File: src/rtl/p4_proc_pkg.sv
package p4_proc_pkg;

    // ==================================================
    // Widths
    // ==================================================
    localparam int KEY_WID      = 4;
    localparam int ACTION_WID   = 12;
    localparam int REG_ADDR_WID = 12;
    localparam int REG_DATA_WID = 32;

    // Port index, carried on tuser
    typedef logic port_t;

    typedef enum logic [1:0] {
        OP_FORWARD = 2'd0,
        OP_SET_TAG = 2'd1,
        OP_DROP    = 2'd2
    } opcode_t;

    // ==================================================
    // Action word
    // ==================================================
    typedef struct packed {
        opcode_t    opcode;
        port_t      port;
        logic [8:0] spare;
    } fwd_view_t;

    typedef struct packed {
        opcode_t    opcode;
        logic [7:0] tag;
        logic [1:0] spare;
    } tag_view_t;

    // Opcode sits at the top in both views
    typedef union packed {
        fwd_view_t fwd_view;
        tag_view_t tag_view;
    } action_u;

    // ==================================================
    // Register map, byte addresses
    // ==================================================
    localparam logic [REG_ADDR_WID-1:0] REG_CTRL           = 12'h000;
    localparam logic [REG_ADDR_WID-1:0] REG_DEFAULT_ACTION = 12'h004;
    localparam logic [REG_ADDR_WID-1:0] REG_DROP_COUNT     = 12'h008;
    localparam logic [REG_ADDR_WID-1:0] REG_PKT_COUNT0     = 12'h00c;
    localparam logic [REG_ADDR_WID-1:0] REG_PKT_COUNT1     = 12'h010;
    // Table entries at four-byte spacing from here
    localparam logic [REG_ADDR_WID-1:0] REG_TABLE_BASE     = 12'h100;

endpackage

File: src/rtl/p4_proc_regs.sv
`timescale 1ns/1ps

module p4_proc_regs #(
    parameter int TABLE_DEPTH = 16
) (
    input  logic                                      axil_if,
    input  logic                                      reset,
    input  logic                                      reg_wr,
    input  logic                                      reg_rd,
    input  logic [p4_proc_pkg::REG_ADDR_WID-1:0]      reg_addr,
    input  logic [p4_proc_pkg::REG_DATA_WID-1:0]      reg_wdata,
    output logic [p4_proc_pkg::REG_DATA_WID-1:0]      reg_rdata,
    output logic                                      reg_rvalid,
    input  logic [p4_proc_pkg::KEY_WID-1:0]           tbl_index,
    output p4_proc_pkg::action_u                      tbl_action,
    output p4_proc_pkg::action_u                      default_action,
    output logic                                      enable,
    input  logic                                      pkt_done,
    input  p4_proc_pkg::port_t                        pkt_port,
    input  logic                                      drop
);

    localparam int PAD_WID = p4_proc_pkg::REG_DATA_WID - p4_proc_pkg::ACTION_WID;

    p4_proc_pkg::action_u                  tbl_mem [TABLE_DEPTH];
    logic [p4_proc_pkg::REG_ADDR_WID-1:0]  tbl_off;
    logic [p4_proc_pkg::KEY_WID-1:0]       tbl_addr;
    logic                                  tbl_sel;
    logic [p4_proc_pkg::REG_DATA_WID-1:0]  rd_word;
    logic [31:0]                           drop_count;
    logic [31:0]                           pkt_count0;
    logic [31:0]                           pkt_count1;

    // Table window decode, word aligned and within depth
    assign tbl_off  = reg_addr - p4_proc_pkg::REG_TABLE_BASE;
    assign tbl_addr = tbl_off[p4_proc_pkg::KEY_WID+1:2];
    assign tbl_sel  = (reg_addr >= p4_proc_pkg::REG_TABLE_BASE) && (tbl_off[1:0] == 2'b00) &&
                      ((tbl_off >> 2) < TABLE_DEPTH);

    // Lookup port for match_action
    assign tbl_action = (tbl_index < TABLE_DEPTH) ? tbl_mem[tbl_index] : '0;

    always_ff @(posedge axil_if) begin
        if (reset) begin
            enable         <= 1'b0;
            default_action <= '0;
            for (int i = 0; i < TABLE_DEPTH; i++) begin
                tbl_mem[i] <= '0;
            end
        end else if (reg_wr) begin
            if (reg_addr == p4_proc_pkg::REG_CTRL) begin
                enable <= reg_wdata[0];
            end
            if (reg_addr == p4_proc_pkg::REG_DEFAULT_ACTION) begin
                default_action <= reg_wdata[p4_proc_pkg::ACTION_WID-1:0];
            end
            if (tbl_sel) begin
                tbl_mem[tbl_addr] <= reg_wdata[p4_proc_pkg::ACTION_WID-1:0];
            end
        end
    end

    // ==================================================
    // Counters
    // ==================================================
    always_ff @(posedge axil_if) begin
        if (reset) begin
            drop_count <= '0;
            pkt_count0 <= '0;
            pkt_count1 <= '0;
        end else begin
            if (drop) drop_count <= drop_count + 32'd1;
            if (pkt_done && !pkt_port) pkt_count0 <= pkt_count0 + 32'd1;
            if (pkt_done && pkt_port) pkt_count1 <= pkt_count1 + 32'd1;
        end
    end

    // Read mux, unmapped reads zero
    always_comb begin
        rd_word = '0;
        case (reg_addr)
            p4_proc_pkg::REG_CTRL:           rd_word[0] = enable;
            p4_proc_pkg::REG_DEFAULT_ACTION: rd_word = {{PAD_WID{1'b0}}, default_action};
            p4_proc_pkg::REG_DROP_COUNT:     rd_word = drop_count;
            p4_proc_pkg::REG_PKT_COUNT0:     rd_word = pkt_count0;
            p4_proc_pkg::REG_PKT_COUNT1:     rd_word = pkt_count1;
            default: begin
                if (tbl_sel) rd_word = {{PAD_WID{1'b0}}, tbl_mem[tbl_addr]};
            end
        endcase
    end

    always_ff @(posedge axil_if) begin
        if (reset) begin
            reg_rvalid <= 1'b0;
        end else begin
            reg_rvalid <= reg_rd;
        end
    end

    always_ff @(posedge axil_if) begin
        if (reg_rd) reg_rdata <= rd_word;
    end

    a_no_wr_rd: assert property (@(posedge axil_if) disable iff (reset) !(reg_wr && reg_rd));

endmodule

File: src/rtl/p4_proc_ingress_arb.sv
`timescale 1ns/1ps

module p4_proc_ingress_arb #(
    parameter int DATA_WID = 64
) (
    input  logic                  axil_if,
    input  logic                  reset,
    input  logic [DATA_WID-1:0]   in0_tdata,
    input  logic                  in0_tlast,
    input  logic                  in0_tvalid,
    output logic                  in0_tready,
    input  logic [DATA_WID-1:0]   in1_tdata,
    input  logic                  in1_tlast,
    input  logic                  in1_tvalid,
    output logic                  in1_tready,
    output logic [DATA_WID-1:0]   arb_tdata,
    output logic                  arb_tlast,
    output p4_proc_pkg::port_t    arb_tuser,
    output logic                  arb_tvalid,
    input  logic                  arb_tready
);

    logic                 locked;
    p4_proc_pkg::port_t   last_grant;
    p4_proc_pkg::port_t   pick;
    p4_proc_pkg::port_t   sel;

    // Round-robin pick, last grantee loses a tie
    always_comb begin
        if (in0_tvalid && in1_tvalid) begin
            pick = ~last_grant;
        end else begin
            pick = in1_tvalid;
        end
    end

    // Grant frozen from the header until the last beat goes
    assign sel = locked ? last_grant : pick;

    assign arb_tdata  = sel ? in1_tdata : in0_tdata;
    assign arb_tlast  = sel ? in1_tlast : in0_tlast;
    assign arb_tvalid = sel ? in1_tvalid : in0_tvalid;
    assign arb_tuser  = sel;

    assign in0_tready = arb_tready && !sel;
    assign in1_tready = arb_tready && sel;

    always_ff @(posedge axil_if) begin
        if (reset) begin
            locked     <= 1'b0;
            last_grant <= 1'b0;
        end else if (arb_tvalid) begin
            last_grant <= sel;
            // Released only when the last beat transfers
            locked     <= !(arb_tready && arb_tlast);
        end
    end

    a_grant_hold: assert property (@(posedge axil_if) disable iff (reset)
        (arb_tvalid && !(arb_tready && arb_tlast)) |=> (!arb_tvalid || $stable(arb_tuser)));

endmodule

File: src/rtl/p4_proc_match_action.sv
`timescale 1ns/1ps

module p4_proc_match_action #(
    parameter int DATA_WID    = 64,
    parameter int TABLE_DEPTH = 16
) (
    input  logic                              axil_if,
    input  logic                              reset,
    input  logic [DATA_WID-1:0]               arb_tdata,
    input  logic                              arb_tlast,
    input  p4_proc_pkg::port_t                arb_tuser,
    input  logic                              arb_tvalid,
    output logic                              arb_tready,
    output logic [p4_proc_pkg::KEY_WID-1:0]   tbl_index,
    input  p4_proc_pkg::action_u              tbl_action,
    input  p4_proc_pkg::action_u              default_action,
    input  logic                              enable,
    output logic [DATA_WID-1:0]               ma_tdata,
    output logic                              ma_tlast,
    output logic [1:0]                        ma_tuser,
    output logic                              ma_tvalid,
    input  logic                              ma_tready,
    output logic                              ma_drop
);

    logic                   header;
    logic                   drop_q;
    p4_proc_pkg::port_t     eport_q;
    logic                   hit;
    p4_proc_pkg::action_u   act;
    logic                   drop_d;
    p4_proc_pkg::port_t     eport_d;
    logic [DATA_WID-1:0]    data_d;
    logic                   in_xfer;

    // Stage accepts when empty or draining
    assign arb_tready = !ma_tvalid || ma_tready;
    assign in_xfer    = arb_tvalid && arb_tready;

    // ==================================================
    // Lookup
    // ==================================================
    assign tbl_index = arb_tdata[p4_proc_pkg::KEY_WID-1:0];
    // Out-of-range keys and a disabled table fall back to default
    assign hit       = enable && (tbl_index < TABLE_DEPTH);
    assign act       = hit ? tbl_action : default_action;

    always_comb begin
        data_d  = arb_tdata;
        drop_d  = drop_q;
        eport_d = eport_q;
        if (header) begin
            drop_d = 1'b0;
            case (act.fwd_view.opcode)
                p4_proc_pkg::OP_FORWARD: begin
                    eport_d = act.fwd_view.port;
                end
                p4_proc_pkg::OP_SET_TAG: begin
                    // Tag rewrite, hairpin to ingress
                    data_d[15:8] = act.tag_view.tag;
                    eport_d      = arb_tuser;
                end
                default: begin
                    drop_d  = 1'b1;
                    eport_d = 1'b0;
                end
            endcase
        end
    end

    // ==================================================
    // Pipeline stage
    // ==================================================
    always_ff @(posedge axil_if) begin
        if (reset) begin
            header    <= 1'b1;
            drop_q    <= 1'b0;
            eport_q   <= 1'b0;
            ma_tvalid <= 1'b0;
        end else begin
            if (in_xfer) begin
                header  <= arb_tlast;
                drop_q  <= drop_d;
                eport_q <= eport_d;
            end
            if (arb_tready) ma_tvalid <= arb_tvalid;
        end
    end

    // Ingress port rides in the upper tuser bit
    always_ff @(posedge axil_if) begin
        if (in_xfer) begin
            ma_tdata <= data_d;
            ma_tlast <= arb_tlast;
            ma_tuser <= {arb_tuser, eport_d};
            ma_drop  <= drop_d;
        end
    end

    a_out_stable: assert property (@(posedge axil_if) disable iff (reset)
        (ma_tvalid && !ma_tready) |=> $stable(ma_tdata));

endmodule

File: src/rtl/p4_proc_egress_demux.sv
`timescale 1ns/1ps

module p4_proc_egress_demux #(
    parameter int DATA_WID = 64
) (
    input  logic                  axil_if,
    input  logic                  reset,
    input  logic [DATA_WID-1:0]   ma_tdata,
    input  logic                  ma_tlast,
    input  logic [1:0]            ma_tuser,
    input  logic                  ma_tvalid,
    input  logic                  ma_drop,
    output logic                  ma_tready,
    output logic [DATA_WID-1:0]   out0_tdata,
    output logic                  out0_tlast,
    output p4_proc_pkg::port_t    out0_tuser,
    output logic                  out0_tvalid,
    input  logic                  out0_tready,
    output logic [DATA_WID-1:0]   out1_tdata,
    output logic                  out1_tlast,
    output p4_proc_pkg::port_t    out1_tuser,
    output logic                  out1_tvalid,
    input  logic                  out1_tready,
    output logic                  pkt_done,
    output p4_proc_pkg::port_t    pkt_port,
    output logic                  drop
);

    logic   ma_xfer;
    logic   mid_pkt;
    logic   pkt_drop;

    // Dropped beats are sunk here
    assign ma_tready = ma_drop || (ma_tuser[0] ? out1_tready : out0_tready);
    assign ma_xfer   = ma_tvalid && ma_tready;

    assign out0_tdata  = ma_tdata;
    assign out0_tlast  = ma_tlast;
    assign out0_tuser  = ma_tuser[1];
    assign out0_tvalid = ma_tvalid && !ma_drop && !ma_tuser[0];

    assign out1_tdata  = ma_tdata;
    assign out1_tlast  = ma_tlast;
    assign out1_tuser  = ma_tuser[1];
    assign out1_tvalid = ma_tvalid && !ma_drop && ma_tuser[0];

    // Completion pulses for the counters
    assign pkt_done = ma_xfer && ma_tlast && !ma_drop;
    assign pkt_port = ma_tuser[0];
    assign drop     = ma_xfer && ma_tlast && ma_drop;

    // Packet tracking for the drop consistency check
    always_ff @(posedge axil_if) begin
        if (reset) begin
            mid_pkt  <= 1'b0;
            pkt_drop <= 1'b0;
        end else if (ma_xfer) begin
            mid_pkt  <= !ma_tlast;
            pkt_drop <= ma_drop;
        end
    end

    a_drop_const: assert property (@(posedge axil_if) disable iff (reset)
        (ma_tvalid && mid_pkt) |-> (ma_drop == pkt_drop));

endmodule

File: src/rtl/p4_proc.sv
`timescale 1ns/1ps

module p4_proc #(
    parameter int DATA_WID    = 64,
    parameter int TABLE_DEPTH = 16
) (
    input  logic                                   axil_if,
    input  logic                                   reset,
    input  logic [DATA_WID-1:0]                    in0_tdata,
    input  logic                                   in0_tlast,
    input  logic                                   in0_tvalid,
    output logic                                   in0_tready,
    input  logic [DATA_WID-1:0]                    in1_tdata,
    input  logic                                   in1_tlast,
    input  logic                                   in1_tvalid,
    output logic                                   in1_tready,
    output logic [DATA_WID-1:0]                    out0_tdata,
    output logic                                   out0_tlast,
    output p4_proc_pkg::port_t                     out0_tuser,
    output logic                                   out0_tvalid,
    input  logic                                   out0_tready,
    output logic [DATA_WID-1:0]                    out1_tdata,
    output logic                                   out1_tlast,
    output p4_proc_pkg::port_t                     out1_tuser,
    output logic                                   out1_tvalid,
    input  logic                                   out1_tready,
    input  logic                                   reg_wr,
    input  logic                                   reg_rd,
    input  logic [p4_proc_pkg::REG_ADDR_WID-1:0]   reg_addr,
    input  logic [p4_proc_pkg::REG_DATA_WID-1:0]   reg_wdata,
    output logic [p4_proc_pkg::REG_DATA_WID-1:0]   reg_rdata,
    output logic                                   reg_rvalid
);

    // Merged ingress stream
    logic [DATA_WID-1:0]              arb_tdata;
    logic                             arb_tlast;
    p4_proc_pkg::port_t               arb_tuser;
    logic                             arb_tvalid;
    logic                             arb_tready;

    // Processed stream toward egress
    logic [DATA_WID-1:0]              ma_tdata;
    logic                             ma_tlast;
    logic [1:0]                       ma_tuser;
    logic                             ma_tvalid;
    logic                             ma_tready;
    logic                             ma_drop;

    logic [p4_proc_pkg::KEY_WID-1:0]  tbl_index;
    p4_proc_pkg::action_u             tbl_action;
    p4_proc_pkg::action_u             default_action;
    logic                             enable;
    logic                             pkt_done;
    p4_proc_pkg::port_t               pkt_port;
    logic                             drop;

    p4_proc_ingress_arb #(.DATA_WID(DATA_WID)) arb0 (
        .axil_if, .reset,
        .in0_tdata, .in0_tlast, .in0_tvalid, .in0_tready,
        .in1_tdata, .in1_tlast, .in1_tvalid, .in1_tready,
        .arb_tdata, .arb_tlast, .arb_tuser, .arb_tvalid, .arb_tready
    );

    p4_proc_match_action #(.DATA_WID(DATA_WID), .TABLE_DEPTH(TABLE_DEPTH)) ma0 (
        .axil_if, .reset,
        .arb_tdata, .arb_tlast, .arb_tuser, .arb_tvalid, .arb_tready,
        .tbl_index, .tbl_action, .default_action, .enable,
        .ma_tdata, .ma_tlast, .ma_tuser, .ma_tvalid, .ma_tready, .ma_drop
    );

    p4_proc_egress_demux #(.DATA_WID(DATA_WID)) demux0 (
        .axil_if, .reset,
        .ma_tdata, .ma_tlast, .ma_tuser, .ma_tvalid, .ma_drop, .ma_tready,
        .out0_tdata, .out0_tlast, .out0_tuser, .out0_tvalid, .out0_tready,
        .out1_tdata, .out1_tlast, .out1_tuser, .out1_tvalid, .out1_tready,
        .pkt_done, .pkt_port, .drop
    );

    p4_proc_regs #(.TABLE_DEPTH(TABLE_DEPTH)) regs0 (
        .axil_if, .reset,
        .reg_wr, .reg_rd, .reg_addr, .reg_wdata, .reg_rdata, .reg_rvalid,
        .tbl_index, .tbl_action, .default_action, .enable,
        .pkt_done, .pkt_port, .drop
    );

endmodule

File: config.mk
export PLATFORM = sky130hd
export DESIGN_NAME = p4_proc
export DESIGN_NICKNAME = d
export VERILOG_FILES = /design/src/rtl/p4_proc_pkg.sv /design/src/rtl/p4_proc_regs.sv /design/src/rtl/p4_proc_ingress_arb.sv /design/src/rtl/p4_proc_match_action.sv /design/src/rtl/p4_proc_egress_demux.sv /design/src/rtl/p4_proc.sv
export SDC_FILE = /design/constraint.sdc
export NUM_CORES = 1
export LEC_CHECK = 0
export BUFFER_PORTS_ARGS = -buffer_cell sky130_fd_sc_hd__buf_2
export CORE_ASPECT_RATIO = 1.4
export CORE_MARGIN = 2
export CORE_UTILIZATION = 60
export DETAILED_ROUTE_END_ITERATION = 8
export PLACE_DENSITY = 0.85
export SLEW_MARGIN = 20
export SYNTH_ARGS = -nofsm -noshare
export SYNTH_HDL_FRONTEND = slang
export SYNTH_SLANG_ARGS = --single-unit
File: constraint.sdc
create_clock -name axil_if -period 5.4 [get_ports axil_if]
set_input_delay 0.81 -clock axil_if [delete_from_list [all_inputs] [get_ports axil_if]]
set_output_delay 0.81 -clock axil_if [all_outputs]
set_load 0.01 [all_outputs]
==> flow_metrics.env, run 1 <==
export IMPL_n_fill_cell=2396
export IMPL_firstDrtPassIters=7
export IMPL_layout_area_overhead_vs_synth_pct=12.9
export IMPL_drv_slew=0
export IMPL_synth_edf_count=292
export IMPL_start_kind="register"
export IMPL_rsz0062_at_grt="false"
export IMPL_peakVddDrop_uv=203
export IMPL_seqPwrFrac_pct=50.0
export IMPL_fp_dieArea_um2=36100
export IMPL_cpPeakStageDelay_ns=0.70
export IMPL_grt_overflow_total=0
export IMPL_critical_path_buf_inv_count=1
export IMPL_crit_required_ns=5.64
export IMPL_power_leakage_nw=8.99
export IMPL_antenna_found_initial=3
export IMPL_finalCritPeriodShare_pct=74.3
export IMPL_hold_start="regs0.default_action[1]$_SDFFE_PP0P_"
export IMPL_p_int_w=0.00538
export IMPL_synth_area_um2=20700
export IMPL_critPathTopFamily="compound AO/OA/AOI/OAI gates"
export IMPL_final_common_cell="buf_2"
export IMPL_drt_iter0_drc=1644
export IMPL_r2r_start="arb0.last_grant$_SDFFE_PP0P_"
export IMPL_pwr_share_comb_pct=14.6
export IMPL_grt_pass1_wl_um=88700
export IMPL_async_flop_share_pct=0
export IMPL_cts_htree_levels=2
export IMPL_rows=80
export IMPL_tns_ns=0
export IMPL_seq_area_um2=11100
export IMPL_ys_types=71
export IMPL_synth_area_per_cell_um2=11.7
export IMPL_drt_wl_total_um=59000
export IMPL_startpoint="arb0.last_grant$_SDFFE_PP0P_"
export IMPL_final_nets=2175
export IMPL_ioPinCount=351
export IMPL_dr_total_vias=15600
export IMPL_grt_pass1_vias=15400
export IMPL_synth_warnings=0
export IMPL_max_freq_mhz=249
export IMPL_setup_viol=0
export IMPL_crit_chain="a21boi_4 -> mux2i_2 -> and2_4 -> inv_4 -> nor2_2 -> a32oi_1 -> a32o_1 -> a221oi_1 -> mux2i_1"
export IMPL_crit_type="register to register"
export IMPL_grt_use_total_pct=32.4
export IMPL_final_hold_violation_count=0
export IMPL_design_core_area_um2=34000
export IMPL_clk_latency_ns=0.55
export IMPL_synth_main_ff_cell="edfxtp_1"
export IMPL_ctsResizeCount=0
export IMPL_root_buffer="clkbuf_16"
export IMPL_hpwlAfterDp_um=42600
export IMPL_r2r_slack_ns=1.39
export IMPL_drive_above_1_share_pct=29.3
export IMPL_clk_pin_slew_ns=0.07
export IMPL_mostFrequentLayoutCells="buf_2, edfxtp_1, and2_1"
export IMPL_drcViolationCount=0
export IMPL_ys_seq_area_share_pct=53.5
export IMPL_pwr_share_clk_pct=35.4
export IMPL_ctsHoldBuffers=0
export IMPL_vias_per_cell=6.30
export IMPL_critical_path_slowest_cell="a221oi_1"
export IMPL_cts_buffers=37
export IMPL_clk_path_buf_depth=3
export IMPL_yosysTopAreaCellShare_pct=42.3
export IMPL_p_sw_share_pct=26.0
export IMPL_wl_per_cell_um=23.9
export IMPL_place_congestion=1.02
export IMPL_synth_net_count=1958
export IMPL_critical_path_peak_fanout=21
export IMPL_die_h_um=224
export IMPL_die_w_um=161
export IMPL_final_min_clock_period_ns=4.01
export IMPL_port_buffers=330
export IMPL_p_per_area_nw_per_um2=310
export IMPL_start_util_pct=60.9
export IMPL_diodes=0
export IMPL_synth_area_leaders="edfxtp_1, dfxtp_1, mux4_2"
export IMPL_cts_tree="built"
export IMPL_outcome="complete, no violations"
export IMPL_ys_ff_latch=408
export IMPL_final_cells=2468
export IMPL_finClkSkew_ns=0.0242
export IMPL_hold_path_class="register to register"
export IMPL_netSwitchingPower_w=0.00189
export IMPL_postCtsSetupBuffers=0
export IMPL_yosys_area_top_type="edfxtp_1"
export IMPL_worst_pin_slew_ns=1.12
export IMPL_multi_input_area_um2=8480
export IMPL_drv_cap=0
export IMPL_end_kind="register"
export IMPL_grt_max_degree=58
export IMPL_final_antenna_net_count=0
export IMPL_synth_cells=1773
export IMPL_slew_headroom_pct=25.1
export IMPL_clock_sinks=408
export IMPL_arrival_ns=4.25
export IMPL_dp_cells=2402
[logic make-up after synthesis]
| family | after synthesis | synth area share (%) |
|---|---|---|
| xor+xnor | 82 | 3.47 |
| compound gates | 198 | 7.44 |
| flops | 408 | 53.5 |
| fa+ha+maj | 3 | 0.181 |
| mux | 165 | 12.1 |
| simple gates | 690 | 17.7 |
| buf+inv | 227 | 5.66 |
[metrics by stage]
stage / cell area, µm² / hold slack (ns) / util, % / worst slack, ns / power [W]
after floorplan: 20700 / 0.437 / - / 1.90 / 0.00439
after global placement: 22200 / 0.444 / 65.3 / 1.12 / 0.00469
after global routing: 23400 / 0.475 / 68.8 / 1.18 / 0.00746
after detailed placement: 22200 / 0.447 / 65.3 / 1.03 / 0.00473
after CTS: 23400 / 0.456 / 68.8 / 1.51 / 0.00725
final: 23400 / 0.457 / 68.8 / 1.39 / 0.00726
[cell usage after synthesis, drive strengths merged, types with 48 or more instances]
cell type    n
and2       202
mux2        57
mux2i       48
nand2      132
edfxtp     292
dfxtp      116
buf         93
mux4        60
xor2        54
nor2       124
nand3       76
clkbuf      96
[layer usage]
metal | share of wire, % | vias up | GRT usage, %
li1 | - | 6864 | -
met1 | 34 | 7507 | 36.8
met2 | 52 | 976 | 58.8
met3 | 8.6 | 200 | 5.46
met4 | 5.1 | 6 | 15.9
met5 | 0.064 | - | 0
[path summary, 6_finish.rpt]
path | cells past startpoint | endpoint
max | 9 | ma0.ma_tdata[13]$_DFFE_PP_
min | 2 | regs0.default_action[1]$_SDFFE_PP0P_
max reg2reg | 9 | ma0.ma_tdata[13]$_DFFE_PP_
min reg2reg | 2 | regs0.default_action[1]$_SDFFE_PP0P_
[power groups by stage]
stage          Clock [W]  Combinational [W]  Sequential [W]
2_1_floorplan          0           0.000696         0.00370
3_3_place_gp           0            0.00101         0.00368
3_5_place_dp           0            0.00104         0.00370
4_1_cts          0.00258            0.00104         0.00363
5_1_grt          0.00270            0.00112         0.00365
6_report         0.00257            0.00106         0.00363
[worst reg2reg max path: stages (launching register included)]
cell and delay (ns):
dfxtp_1 0.43, a21boi_4 0.30, mux2i_2 0.54, and2_4 0.26, inv_4 0.10, nor2_2 0.65
a32oi_1 0.23, a32o_1 0.32, a221oi_1 0.70, mux2i_1 0.18
[registers in the layout, indices dropped and copies added, names as in the netlist, 2 cells and up]
signal / count
regs0.pkt_count1: 32
regs0.tbl_mem: 192
regs0.drop_count: 32
regs0.reg_rdata: 32
ma0.ma_tuser: 2
regs0.default_action: 12
ma0.ma_tdata: 64
regs0.pkt_count0: 32
[layout make-up]
class                      count  area share, %
multi-input combinational   1138           36.2
sequential                   408           47.4
tap                          451           2.41
timing repair buffer         367           8.33
clock buffer                  50           4.66
inverter                      38          0.620
clock inverter                16          0.358
Note: power is estimated with default switching activity, not from simulation.
==> run 2, diff against run 1 <==
CORE_UTILIZATION = 57   (was 60)
PLACE_DENSITY = 0.82   (was 0.85)
clock period = 4.2 ns   (was 5.4 ns; I/O delays follow)
==> flow_metrics.env, run 2 (same netlist as run 1, synthesis figures left out) <==
export IMPL_fp_dieArea_um2=37900
export IMPL_wl_per_cell_um=22.6
export IMPL_use_met1_pct=34.0
export IMPL_finClkSkew_ns=0.0144
export IMPL_crit_required_ns=4.64
export IMPL_grt_pass1_vias=15400
export IMPL_max_freq_mhz=276
export IMPL_mostFrequentLayoutCells="buf_2, edfxtp_1, and2_1"
export IMPL_rsz0062_at_grt="false"
export IMPL_antenna_found_initial=1
export IMPL_clk_latency_ns=0.55
export IMPL_ioPinCount=351
export IMPL_top_usage_layer="met2"
export IMPL_clock_sinks=408
export IMPL_regMostFlops="regs0.tbl_mem"
export IMPL_hpwlAfterDp_um=40900
export IMPL_end_kind="register"
export IMPL_power_leakage_nw=9.03
export IMPL_final_min_clock_period_ns=3.62
export IMPL_p_per_area_nw_per_um2=397
export IMPL_peakVddDrop_uv=307
export IMPL_drt_iter0_drc=1678
export IMPL_die_h_um=230
export IMPL_slew_headroom_pct=29.6
export IMPL_clk_pin_slew_ns=0.07
export IMPL_postCtsSetupBuffers=0
export IMPL_port_buffers=330
export IMPL_final_hold_violation_count=0
export IMPL_design_core_area_um2=35800
export IMPL_vias_per_cell=6.17
export IMPL_cts_buffers=38
export IMPL_clk_path_buf_depth=3
export IMPL_drt_wl_total_um=56300
export IMPL_drv_slew=0
export IMPL_final_antenna_net_count=0
export IMPL_postLayoutCellArea_um2=23500
export IMPL_drcViolationCount=0
export IMPL_start_util_pct=57.9
export IMPL_hold_path_class="primary input to register"
export IMPL_ctsHoldBuffers=0
export IMPL_setup_viol=0
export IMPL_placed_area_um2=22300
export IMPL_worst_pin_slew_ns=1.05
export IMPL_tns_ns=0
export IMPL_grt_use_total_pct=29.4
export IMPL_ctsResizeCount=0
export IMPL_use_met3_pct=4.85
export IMPL_place_congestion=0.909
export IMPL_drv_cap=0
export IMPL_reg_largest_list="regs0.tbl_mem: 192 flops, ma0.ma_tdata: 64 flops"
export IMPL_drive_above_1_share_pct=29.2
export IMPL_arrival_ns=4.06
export IMPL_dr_total_vias=15400
export IMPL_rows=82
export IMPL_final_common_cell="buf_2"
export IMPL_final_nets=2184
export IMPL_outcome="complete, no violations"
export IMPL_root_buffer="clkbuf_16"
export IMPL_grt_pass1_wl_um=84900
export IMPL_die_w_um=165
export IMPL_grt_max_degree=74
export IMPL_cts_htree_levels=2
export IMPL_largest_reg_flops=192
export IMPL_grtUsageMet2_pct=52.4
export IMPL_firstDrtPassIters=8
export IMPL_crit_type="register to register"
export IMPL_critical_path_peak_fanout=14
export IMPL_finalCritPeriodShare_pct=86.3
export IMPL_cts_tree="built"
export IMPL_grt_overflow_total=0
export IMPL_start_kind="register"
export IMPL_layout_area_overhead_vs_synth_pct=13.5
==> run 2: cell types whose count changed in the layout (fill, tap and decap cells not counted), moves of 2 or more <==
| cell | delta |
|---|---|
| buf_4 | +8 |
| clkbuf_8 | -3 |
| clkinv_1 | +9 |
| clkinv_2 | -5 |
| clkinv_8 | +2 |
==> run 2: final timing paths <==
| path | from | end | slack, ns | cells past startpoint |
|---|---|---|---|---|
| max | arb0.last_grant$_SDFFE_PP0P_ | ma0.eport_q$_SDFFE_PP0P_ | 0.58 | 9 |
| min | in1_tvalid | arb0.last_grant$_SDFFE_PP0P_ | 0.38 | 3 |
| min reg2reg | regs0.default_action[6]$_SDFFE_PP0P_ | regs0.default_action[6]$_SDFFE_PP0P_ | 0.48 | 2 |
| max reg2reg | arb0.last_grant$_SDFFE_PP0P_ | ma0.eport_q$_SDFFE_PP0P_ | 0.58 | 9 |
==> run 2: final cells by class <==
type | count | area, µm²
tap | 462 | 578
multi-input combinational | 1138 | 8480
inverter | 38 | 145
sequential | 408 | 11100
timing repair buffer | 375 | 2040
fill | 2641 | 12300
antenna | 1 | 2.50
clock buffer | 46 | 1020
clock inverter | 24 | 161
==> run 2: worst max-delay path, cell delays in order (launching register included) <==
cell       delay [ns]
dfxtp_1          0.64
mux2_1           0.39
nand2_1          0.31
and2_4           0.26
inv_2            0.15
a2111oi_0        0.55
nor4_1           0.16
nor4_4           0.49
mux2_4           0.36
o41ai_2          0.21
==> run 2: report_power, final <==
part	switching (W)	internal, W	leakage (nW)	total, W
clock network	0.00149	0.00181	0.582	0.00331
registers	0.000134	0.00454	3.75	0.00467
logic	0.000788	0.000561	4.70	0.00135
total	0.00242	0.00691	9.03	0.00933
==> run 2: per-stage QoR <==
| step | power [W] | hold WS, ns | util (%) | setup slack (ns) | instances |
|---|---|---|---|---|---|
| 2_1_floorplan | 0.00565 | 0.437 | - | 0.879 | 1773 |
| 3_3_place_gp | 0.00604 | 0.445 | 62.3 | 0.562 | 2420 |
| 3_5_place_dp | 0.00608 | 0.467 | 62.3 | 0.459 | 2420 |
| 4_1_cts | 0.00936 | 0.355 | 65.6 | 0.630 | 2490 |
| 5_1_grt | 0.00962 | 0.377 | 65.7 | 0.383 | 2491 |
| 6_report | 0.00933 | 0.383 | 65.7 | 0.577 | 2492 |
==> run 2: metal layers <==
layer	up-vias	part of all wire [%]
met1	7443	35
met3	179	8.1
met4	2	4.8
met5	-	0.014
met2	855	52
li1	6887	-
==> run 3, diff against run 2 <==
BUFFER_PORTS_ARGS = -buffer_cell sky130_fd_sc_hd__buf_4   (was -buffer_cell sky130_fd_sc_hd__buf_2)
==> flow_metrics.env, run 3 (same netlist as run 1, synthesis figures left out) <==
export IMPL_clk_latency_ns=0.56
export IMPL_start_util_pct=57.9
export IMPL_max_freq_mhz=280
export IMPL_hold_path_endpoint="arb0.last_grant$_SDFFE_PP0P_"
export IMPL_drv_slew=0
export IMPL_reg_largest_list="regs0.tbl_mem: 192 flops, ma0.ma_tdata: 64 flops"
export IMPL_hpwlAfterDp_um=42300
export IMPL_layout_area_overhead_vs_synth_pct=17.9
export IMPL_grt_max_degree=75
export IMPL_port_buffers=330
export IMPL_clk_pin_slew_ns=0.06
export IMPL_die_h_um=230
export IMPL_clk_path_buf_depth=3
export IMPL_place_congestion=0.927
export IMPL_r2r_start="arb0.last_grant$_SDFFE_PP0P_"
export IMPL_crit_required_ns=4.47
export IMPL_final_hold_violation_count=0
export IMPL_r2r_end="ma0.ma_tdata[8]$_DFFE_PP_"
export IMPL_worst_pin_slew_ns=0.970
export IMPL_arrival_ns=3.85
export IMPL_hold_path_depth=3
export IMPL_vias_per_cell=6.27
export IMPL_wl_per_cell_um=24.1
export IMPL_drv_cap=0
export IMPL_hold_path_class="primary input to register"
export IMPL_end_kind="register"
export IMPL_rows=82
export IMPL_start_kind="register"
export IMPL_mostFrequentLayoutCells="buf_4, edfxtp_1, and2_1"
export IMPL_drt_wl_total_um=60100
export IMPL_outcome="complete, no violations"
export IMPL_cts_buffers=40
export IMPL_r2r_slack_ns=0.62
export IMPL_dr_total_vias=15600
export IMPL_slew_headroom_pct=35.1
export IMPL_final_common_cell="buf_4"
export IMPL_ctsHoldBuffers=0
export IMPL_ioPinCount=351
export IMPL_peakVddDrop_uv=377
export IMPL_hold_worst_slack_ns=0.355
export IMPL_drt_iter0_drc=1855
export IMPL_grt_use_total_pct=31.3
export IMPL_final_antenna_net_count=0
export IMPL_hold_start="in1_tvalid"
export IMPL_post_route_util_pct=68.2
export IMPL_largest_reg_flops=192
export IMPL_rsz0062_at_grt="false"
export IMPL_ctsResizeCount=0
export IMPL_tns_ns=0
export IMPL_clock_sinks=408
export IMPL_design_core_area_um2=35800
export IMPL_firstDrtPassIters=8
export IMPL_finClkSkew_ns=0.0306
export IMPL_p_per_area_nw_per_um2=401
export IMPL_drcViolationCount=0
export IMPL_grt_pass1_wl_um=88900
export IMPL_power_leakage_nw=9.35
export IMPL_grt_pass1_vias=15400
export IMPL_fp_dieArea_um2=37900
export IMPL_crit_type="register to register"
export IMPL_finalCritPeriodShare_pct=85.2
export IMPL_cts_tree="built"
export IMPL_regMostFlops="regs0.tbl_mem"
export IMPL_critical_path_peak_fanout=32
export IMPL_postCtsSetupBuffers=0
export IMPL_final_nets=2185
export IMPL_grt_overflow_total=0
export IMPL_die_w_um=165
export IMPL_rr_worst_depth=11
export IMPL_root_buffer="clkbuf_16"
export IMPL_antenna_found_initial=2
export IMPL_startpoint="arb0.last_grant$_SDFFE_PP0P_"
export IMPL_final_min_clock_period_ns=3.58
export IMPL_cts_htree_levels=2
export IMPL_setup_viol=0
export IMPL_drive_above_1_share_pct=29.6
-- run 3: cell count changes in the layout (fill, tap and decap cells not counted), moves of 2 or more --
cell / delta
clkbuf_8: +3
clkinv_8: -2
buf_2: -327
clkinv_1: -8
bufinv_16: +3
buf_4: +328
-- run 3: metal layers --
layer	vias to the layer above	track usage, %	wire length, µm
met2	980	53.3	29800
met5	-	0	11
met1	7534	37.1	20700
li1	6878	-	-
met3	222	5.85	6030
met4	2	17.3	3590
-- run 3: final cells by class --
| type | instances | area (µm²) |
|---|---|---|
| Antenna cell | 1 | 2.50 |
| Sequential cell | 408 | 11100 |
| Tap cell | 462 | 578 |
| Timing Repair Buffer | 374 | 2820 |
| Multi-Input combinational cell | 1138 | 8480 |
| Clock inverter | 20 | 215 |
| Clock buffer | 51 | 1090 |
| Fill cell | 2611 | 11400 |
| Inverter | 38 | 145 |
-- run 3: through the flow --
step                      power, W  area (µm²)  worst slack [ns]  std cells
after floorplan            0.00565       20700             0.879       1773
after global placement     0.00620       23100             0.581       2420
after detailed placement   0.00623       23100             0.511       2420
after CTS                  0.00980       24400             0.717       2491
after global routing        0.0101       24400             0.525       2492
final                      0.00980       24400             0.623       2492
-- run 3: where the power goes --
group | leakage [nW] | internal (W) | total [W] | switching [W]
Sequential | 3.75 | 0.00454 | 0.00468 | 0.000137
Combinational | 4.96 | 0.000683 | 0.00150 | 0.000817
Clock | 0.643 | 0.00210 | 0.00362 | 0.00152
-- run 3: how the worst max path moves through the flow --
stage	to	slack (ns)	cells past startpoint
after CTS	ma0.ma_tdata[11]$_DFFE_PP_	0.72	10
after floorplan	ma0.eport_q$_SDFFE_PP0P_	0.88	7
after global routing	ma0.ma_tdata[13]$_DFFE_PP_	0.53	9
after global placement	ma0.ma_tdata[8]$_DFFE_PP_	0.58	12
after detailed placement	ma0.ma_tdata[11]$_DFFE_PP_	0.51	11
final	ma0.ma_tdata[8]$_DFFE_PP_	0.62	11
-- run 3: worst max-delay path: stages, from the launching register on --
cell and delay, ns:
dfxtp_1 0.58, a21boi_4 0.17, mux2i_2 0.19, and2_1 0.19, inv_2 0.48, buf_4 0.44
mux2i_1 0.29, a221oi_1 0.13, a31o_2 0.24, a221oi_1 0.30, buf_4 0.19, mux2i_1 0.07
